[src/stq_pkg.sv]
package stq_pkg;

    // queue geometry.
    localparam int STQ_ENTRIES = 8;

    // free entries left when dispatch is told to stall.
    localparam int STQ_STALL_MARGIN = 2;

    // entry index.
    typedef logic [2:0] stq_id_t;

    // one bit per entry.
    typedef logic [STQ_ENTRIES-1:0] stq_vec_t;

    typedef logic [5:0] rob_id_t;

    typedef logic [31:0] st_addr_t;

    typedef logic [31:0] st_data_t;

    // byte, half or word.
    typedef logic [1:0] st_size_t;

    // per-entry lifecycle.
    typedef enum logic [1:0] {
        ST_FREE,
        ST_WAIT_ADDR,
        ST_READY
    } stq_state_t;

endpackage

[src/stq_entries.sv]
`timescale 1ns/100ps

module stq_entries (
    input  logic                clk,
    input  logic                rst_n,
    input  logic                nuke,
    input  logic                disp_valid,
    input  stq_pkg::rob_id_t    disp_robid,
    input  stq_pkg::st_size_t   disp_size,
    input  logic                iss_valid,
    input  stq_pkg::stq_id_t    iss_stqid,
    input  stq_pkg::st_addr_t   iss_addr,
    input  stq_pkg::st_data_t   iss_data,
    input  stq_pkg::stq_vec_t   gnt_vec,
    input  stq_pkg::st_addr_t   lookup_addr,
    output stq_pkg::stq_id_t    stqid_alloc,
    output stq_pkg::stq_vec_t   alloc_vec,
    output stq_pkg::stq_vec_t   e_valid,
    output stq_pkg::stq_vec_t   e_ready,
    output stq_pkg::rob_id_t    e_robid [stq_pkg::STQ_ENTRIES],
    output stq_pkg::st_addr_t   e_addr  [stq_pkg::STQ_ENTRIES],
    output stq_pkg::st_data_t   e_data  [stq_pkg::STQ_ENTRIES],
    output stq_pkg::st_size_t   e_size  [stq_pkg::STQ_ENTRIES],
    output stq_pkg::stq_vec_t   lookup_match
);

    import stq_pkg::*;

    stq_state_t e_state [STQ_ENTRIES];

    stq_id_t    free_idx;
    stq_vec_t   free_onehot;
    logic       alloc_ok;
    logic       iss_ok;
    stq_vec_t   iss_vec;

    // state decode.
    always_comb begin
        for (int e = 0; e < STQ_ENTRIES; e++) begin
            e_valid[e] = (e_state[e] != ST_FREE);
            e_ready[e] = (e_state[e] == ST_READY);
        end
    end

    // lowest free entry wins.
    always_comb begin
        free_idx = '0;
        for (int e = STQ_ENTRIES - 1; e >= 0; e--) begin
            if (!e_valid[e]) begin
                free_idx = stq_id_t'(e);
            end
        end
    end

    assign free_onehot = stq_vec_t'(1) << free_idx;
    assign alloc_ok    = disp_valid & ~(&e_valid) & ~nuke;
    assign alloc_vec   = alloc_ok ? free_onehot : '0;
    assign stqid_alloc = free_idx;

    // issue only lands on an entry still waiting for its address.
    assign iss_ok  = iss_valid & ~nuke & (e_state[iss_stqid] == ST_WAIT_ADDR);
    assign iss_vec = iss_ok ? (stq_vec_t'(1) << iss_stqid) : '0;

    always_ff @(posedge clk or negedge rst_n) begin
        if (!rst_n) begin
            for (int e = 0; e < STQ_ENTRIES; e++) begin
                e_state[e] <= ST_FREE;
            end
        end else begin
            for (int e = 0; e < STQ_ENTRIES; e++) begin
                if (nuke) begin
                    e_state[e] <= ST_FREE;
                end else if (alloc_vec[e]) begin
                    e_state[e] <= ST_WAIT_ADDR;
                end else if (iss_vec[e]) begin
                    e_state[e] <= ST_READY;
                end else if (gnt_vec[e]) begin
                    e_state[e] <= ST_FREE;
                end
            end
        end
    end

    // payload, written on allocation and on issue.
    always_ff @(posedge clk) begin
        for (int e = 0; e < STQ_ENTRIES; e++) begin
            if (alloc_vec[e]) begin
                e_robid[e] <= disp_robid;
                e_size[e]  <= disp_size;
            end
            if (iss_vec[e]) begin
                e_addr[e] <= iss_addr;
                e_data[e] <= iss_data;
            end
        end
    end

    // word-granular address compare.
    always_comb begin
        for (int e = 0; e < STQ_ENTRIES; e++) begin
            lookup_match[e] = e_ready[e] & (e_addr[e][31:2] == lookup_addr[31:2]);
        end
    end

endmodule

[src/stq_age_matrix.sv]
`timescale 1ns/100ps

module stq_age_matrix (
    input  logic                clk,
    input  logic                rst_n,
    input  stq_pkg::stq_vec_t   alloc_vec,
    output stq_pkg::stq_vec_t   elders [stq_pkg::STQ_ENTRIES]
);

    import stq_pkg::*;

    // entries allocated at least once since reset.
    stq_vec_t seen;
    logic     any_alloc;

    assign any_alloc = |alloc_vec;

    // row r holds the entries older than r.
    // stale bits of retired entries get masked by the arbiter.
    always_ff @(posedge clk or negedge rst_n) begin
        if (!rst_n) begin
            seen <= '0;
            for (int r = 0; r < STQ_ENTRIES; r++) begin
                elders[r] <= '0;
            end
        end else if (any_alloc) begin
            seen <= seen | alloc_vec;
            for (int r = 0; r < STQ_ENTRIES; r++) begin
                if (alloc_vec[r]) begin
                    // everyone already here is older.
                    elders[r] <= seen & ~alloc_vec;
                end else begin
                    // the new entry is younger than this one.
                    elders[r] <= elders[r] & ~alloc_vec;
                end
            end
        end
    end

endmodule

[src/stq_pipe_arb.sv]
`timescale 1ns/100ps

module stq_pipe_arb (
    input  stq_pkg::stq_vec_t   e_ready,
    input  stq_pkg::stq_vec_t   elders  [stq_pkg::STQ_ENTRIES],
    input  stq_pkg::rob_id_t    e_robid [stq_pkg::STQ_ENTRIES],
    input  stq_pkg::st_addr_t   e_addr  [stq_pkg::STQ_ENTRIES],
    input  stq_pkg::st_data_t   e_data  [stq_pkg::STQ_ENTRIES],
    input  stq_pkg::st_size_t   e_size  [stq_pkg::STQ_ENTRIES],
    input  logic                pipe_gnt,
    output logic                pipe_req,
    output stq_pkg::stq_id_t    pipe_stqid,
    output stq_pkg::rob_id_t    pipe_robid,
    output stq_pkg::st_addr_t   pipe_addr,
    output stq_pkg::st_data_t   pipe_data,
    output stq_pkg::st_size_t   pipe_size,
    output stq_pkg::stq_vec_t   gnt_vec
);

    import stq_pkg::*;

    stq_vec_t sel;

    // oldest requester has no ready elder.
    always_comb begin
        for (int e = 0; e < STQ_ENTRIES; e++) begin
            sel[e] = e_ready[e] & ~(|(elders[e] & e_ready));
        end
    end

    assign pipe_req = |e_ready;
    assign gnt_vec  = pipe_gnt ? sel : '0;

    always_comb begin
        pipe_stqid = '0;
        pipe_robid = '0;
        pipe_addr  = '0;
        pipe_data  = '0;
        pipe_size  = '0;
        for (int e = 0; e < STQ_ENTRIES; e++) begin
            if (sel[e]) begin
                pipe_stqid = stq_id_t'(e);
                pipe_robid = e_robid[e];
                pipe_addr  = e_addr[e];
                pipe_data  = e_data[e];
                pipe_size  = e_size[e];
            end
        end
    end

endmodule

[src/stq_top.sv]
`timescale 1ns/100ps

module stq_top (
    input  logic                clk,
    input  logic                rst_n,
    input  logic                nuke,
    input  logic                disp_valid,
    input  stq_pkg::rob_id_t    disp_robid,
    input  stq_pkg::st_size_t   disp_size,
    input  logic                iss_valid,
    input  stq_pkg::stq_id_t    iss_stqid,
    input  stq_pkg::st_addr_t   iss_addr,
    input  stq_pkg::st_data_t   iss_data,
    input  logic                pipe_gnt,
    input  stq_pkg::st_addr_t   lookup_addr,
    output stq_pkg::stq_id_t    stqid_alloc,
    output logic                pipe_req,
    output stq_pkg::stq_id_t    pipe_stqid,
    output stq_pkg::rob_id_t    pipe_robid,
    output stq_pkg::st_addr_t   pipe_addr,
    output stq_pkg::st_data_t   pipe_data,
    output stq_pkg::st_size_t   pipe_size,
    output stq_pkg::stq_vec_t   lookup_match,
    output logic                idle,
    output logic                full,
    output logic                stall
);

    import stq_pkg::*;

    stq_vec_t alloc_vec;
    stq_vec_t e_valid;
    stq_vec_t e_ready;
    stq_vec_t gnt_vec;
    stq_vec_t elders  [STQ_ENTRIES];
    rob_id_t  e_robid [STQ_ENTRIES];
    st_addr_t e_addr  [STQ_ENTRIES];
    st_data_t e_data  [STQ_ENTRIES];
    st_size_t e_size  [STQ_ENTRIES];

    stq_entries u_entries (
        .clk          (clk),
        .rst_n        (rst_n),
        .nuke         (nuke),
        .disp_valid   (disp_valid),
        .disp_robid   (disp_robid),
        .disp_size    (disp_size),
        .iss_valid    (iss_valid),
        .iss_stqid    (iss_stqid),
        .iss_addr     (iss_addr),
        .iss_data     (iss_data),
        .gnt_vec      (gnt_vec),
        .lookup_addr  (lookup_addr),
        .stqid_alloc  (stqid_alloc),
        .alloc_vec    (alloc_vec),
        .e_valid      (e_valid),
        .e_ready      (e_ready),
        .e_robid      (e_robid),
        .e_addr       (e_addr),
        .e_data       (e_data),
        .e_size       (e_size),
        .lookup_match (lookup_match)
    );

    stq_age_matrix u_age (
        .clk       (clk),
        .rst_n     (rst_n),
        .alloc_vec (alloc_vec),
        .elders    (elders)
    );

    stq_pipe_arb u_arb (
        .e_ready    (e_ready),
        .elders     (elders),
        .e_robid    (e_robid),
        .e_addr     (e_addr),
        .e_data     (e_data),
        .e_size     (e_size),
        .pipe_gnt   (pipe_gnt),
        .pipe_req   (pipe_req),
        .pipe_stqid (pipe_stqid),
        .pipe_robid (pipe_robid),
        .pipe_addr  (pipe_addr),
        .pipe_data  (pipe_data),
        .pipe_size  (pipe_size),
        .gnt_vec    (gnt_vec)
    );

    // occupancy status.
    assign idle  = ~(|e_valid);
    assign full  = &e_valid;
    assign stall = $countones(e_valid) >= (STQ_ENTRIES - STQ_STALL_MARGIN);

endmodule

[config.mk]
export PLATFORM = sky130hd
export DESIGN_NAME = stq_top
export DESIGN_NICKNAME = d
export VERILOG_FILES = /design/src/stq_pkg.sv /design/src/stq_entries.sv /design/src/stq_age_matrix.sv /design/src/stq_pipe_arb.sv /design/src/stq_top.sv
export SDC_FILE = /design/constraint.sdc
export NUM_CORES = 1
export LEC_CHECK = 0
export BUFFER_PORTS_ARGS = -buffer_cell sky130_fd_sc_hd__buf_2
export CORE_UTILIZATION = 40
export DETAILED_ROUTE_END_ITERATION = 10
export SYNTH_ARGS = -nofsm -noshare
export SYNTH_HDL_FRONTEND = slang
export SYNTH_HIERARCHICAL = 1
export SYNTH_SLANG_ARGS = --single-unit
[constraint.sdc]
create_clock -name clk -period 10.98 [get_ports clk]
set_input_delay 0 -clock clk [delete_from_list [all_inputs] [get_ports clk]]
set_output_delay 0 -clock clk [all_outputs]
set_load 0.01 [all_outputs]
==> run summary <==
final hold violation count: 0
CTS Sinks: 664
worst-margin pin slew: 1.075 ns
Vert. Die Dim: 271.9 um
#FFs+latches synth: 664
Synth Area in Simple Gates: 5.528%
Synthesized Nets: 2116
sequential-to-total area share from yosys stat: 66.93%
vias in the first global route: 18880
period utilization: 43.05%
Mapped Area: 0.02913 mm^2
Global Route Usage Sum: 24.75%
Root Buffer: clkbuf_16
drt pass-1 iters: 5
fraction of layout cells with a size suffix above 1: 17.14%
Initial Util: 40.61%
vias per inst: 5.944
crit path max fanout: 47
Via Count: 19360
PD cells: 158.7 mW/mm^2
number of flops mapped to enable cells by yosys: 576
post-synthesis adder-cell area fraction: 0.4896%
Layout Area Growth over Synthesis: 16.92%
Routed wire per std cell: 28.52 um
Worst setup EP type: output port
Setup-failing EPs final: 0
clock slew at reported path FFs: 0.06 ns
post-synthesis mux area share: 1.924%
CP arrival: 4.73 ns
CTS tree: built
Max transition margin: 28.16%
Synth cell types: 59
Overflow after GRT: 0
WS Path Type: reg2out
CP max stage delay: 0.90 ns
core area: 0.07173 mm^2
setup TNS: 0 ns
worst clock skew: 0.03564 ns
Async S/R FF share, synth: 13.25%
Worst VDD drop: 0.1048 mV
die footprint: 0.07391 mm^2
initial antenna violation count: 8
crit path cell chain: nor2b_1 > buf_4 > a22oi_1 > and4b_1 > and2_4 > nor2_4 > buf_4 > o211ai_1 > o21ai_1 > buf_2
first-pass GRT wire length: 133200 um
Initial DRC Count: 2401
Nets: 2372
type of origin of the critical path: flop
final wirelength: 92880 um
HP Class: in2reg
RSZ-0062 raised after global routing: false
minimum clock period: 4.727 ns
maximum root-to-sink buffer count: 3
Synth Area in Compound Gates: 14.42%
worst path required time: 10.98 ns
fin. max-slew vios: 0
Num CTS Buffers: 72
pin count of the biggest net entering global routing: 56
port buffer count: 200
Post-Syn Instances: 1994
run status: finished, final reports clean
most frequent CP cell: buf_4
H-tree Lvls: 3
largest family of logic cells by synthesized area: compound AO/OA/AOI/OAI gates
leak pwr: 0.01196 uW
I/O pin count: 203
DP Wirelength: 55180 um
row cnt: 98
YS warnings: 6
DRC: 0
post-route ant nets: 0
clk_lat worst skew: 0.62 ns
Main synth FF type: edfxtp_1
post-synthesis xor/xnor area fraction: 7.216%
syn_area_per_cell: 14.61 um^2
Fillers: 6267
PostCTS Resize Cnt: 0
RD Place Congestion: 0.9267
Max Cap Viol: 0
critical path's slowest cell: nor2_4
fmax: 0.2116 GHz
die extent in x: 271.9 um
Core Util, Final: 47.48%
logic make-up (layout without fill, tap and decap cells):
kind of cell / Yosys count / in the layout
other: 0 / 3
flip-flops: 664 / 664
XOR/XNOR: 240 / 240
adder cells (fa/ha/maj): 9 / 9
buffers and inverters: 174 / 484
multiplexers: 56 / 56
AND/OR/NAND/NOR: 289 / 289
AO/OA/AOI/OAI: 562 / 562
worst max-delay path, delay by kind of cell (launching register included):
kind	cells	cell delay, ns
DFF	1	0.43
and+or+nand+nor	4	1.61
AOI/OAI and AO/OA	3	0.73
buffers and inverters	3	1.27
power breakdown:
part           switching, uW  internal, uW  leakage (uW)
Clock                    983          1430       0.00113
Sequential              17.0          2760       0.00638
Combinational            136          78.2       0.00446
state kept, by name, indices dropped and copies added, names as in the netlist, named ones only:
name,count
u_entries/e_data,256
u_age/elders,60
u_entries/e_addr,256
u_entries/e_robid,48
u_entries/e_state,16
u_entries/e_size,16
u_age/seen,8
cell type report:
| type | instances | area, um^2 | share of cell area (%) |
|---|---|---|---|
| Inverter | 23 | 90.09 | 0.2645 |
| Multi-Input combinational cell | 1156 | 8718 | 25.60 |
| Timing Repair Buffer | 333 | 2230 | 6.546 |
| Antenna cell | 3 | 7.507 | 0.02204 |
| Clock buffer | 98 | 2014 | 5.914 |
| Tap cell | 950 | 1189 | 3.490 |
| Sequential cell | 664 | 19500 | 57.25 |
| Clock inverter | 30 | 314.1 | 0.9220 |
through the flow:
stage | hold slack, ns | instances | area [um^2] | setup slack (ns) | total power [uW]
floorplan | -0.2956 | 1994 | 29130 | 2.812 | 2920
global placement | 0.003897 | 3039 | 30840 | 6.916 | 3012
detailed placement | 0.01138 | 3039 | 30840 | 6.967 | 3018
CTS | 0.1537 | 3254 | 34050 | 6.266 | 5441
global route | 0.2011 | 3256 | 34060 | 6.125 | 5545
finish | 0.1867 | 3257 | 34060 | 6.253 | 5405
path summary, 6_finish.rpt:
check	cells past startpoint	from	endpoint	slack (ns)
max in group asynchronous	4	rst_n	u_age/elders[0]$_DFFE_PN0P_	9.85
setup / recovery	10	u_entries/e_state[9]$_DFFE_PN0P_	pipe_addr[31]	6.25
hold / removal	2	iss_addr[7]	u_entries/e_addr[71]$_DFFE_PP_	0.19
min in group asynchronous	4	rst_n	u_entries/e_state[7]$_DFFE_PN0P_	0.48
setup reg to reg	10	u_entries/e_state[9]$_DFFE_PN0P_	u_entries/e_state[7]$_DFFE_PN0P_	8.09
hold reg to reg	1	u_age/elders[42]$_DFFE_PN0P_	u_age/elders[42]$_DFFE_PN0P_	0.49
routing by layer:
metal | GRT usage (%) | vias up | wire, um
li1 | - | 8330 | -
met1 | 35.21 | 9963 | 39570
met2 | 38.74 | 910 | 43050
met3 | 4.117 | 143 | 7755
met4 | 7.791 | 12 | 2437
met5 | 0 | - | 71
layout by cell type, fill, tap and decap left out, drive strengths merged, types with 24 or more instances in the layout:
cell and instances:
clkbuf 98, o211ai 72, clkinv 24, a22oi 91, dlygate4sd3 86, xor2 184
edfxtp 576, mux2i 56, xnor2 56, dfrtp 88, a221o 142, a21oi 85
o21a 72, nor4 55, buf 247, nor2 88, nand2 30, o21ai 74
nand4 26
synthesized netlist by cell type, drive strengths merged (4+ instances only):
cell / n / area share, %
nor4: 55 / 1.2
inv: 23 / 0.30
or2: 13 / 0.28
o21ai: 74 / 1.3
nand2b: 8 / 0.20
dfrtp: 88 / 7.6
o21a: 72 / 1.9
o22ai: 6 / 0.13
xor2: 184 / 5.5
a31o: 4 / 0.12
mux2i: 56 / 1.9
xnor2: 56 / 1.7
nand2: 30 / 0.39
nand4b: 4 / 0.12
nor2: 88 / 1.2
a22oi: 91 / 2.3
nor2b: 12 / 0.26
a211oi: 5 / 0.15
nand3: 5 / 0.086
and2: 11 / 0.24
nand4: 26 / 0.56
edfxtp: 576 / 59
buf: 87 / 2.4
nor3: 12 / 0.21
a221o: 142 / 4.9
and2b: 8 / 0.24
fa: 4 / 0.27
a21oi: 85 / 1.5
o211ai: 72 / 1.9
clkbuf: 64 / 0.82
ha: 5 / 0.21
repair_timing:
| item | CTS | global route |
|---|---|---|
| hold buffers | 87 | 0 |
| setup buffers | 0 | 0 |
| endpoints found under the hold margin | 628 | 0 |
(Power assumes the default switching activity.)
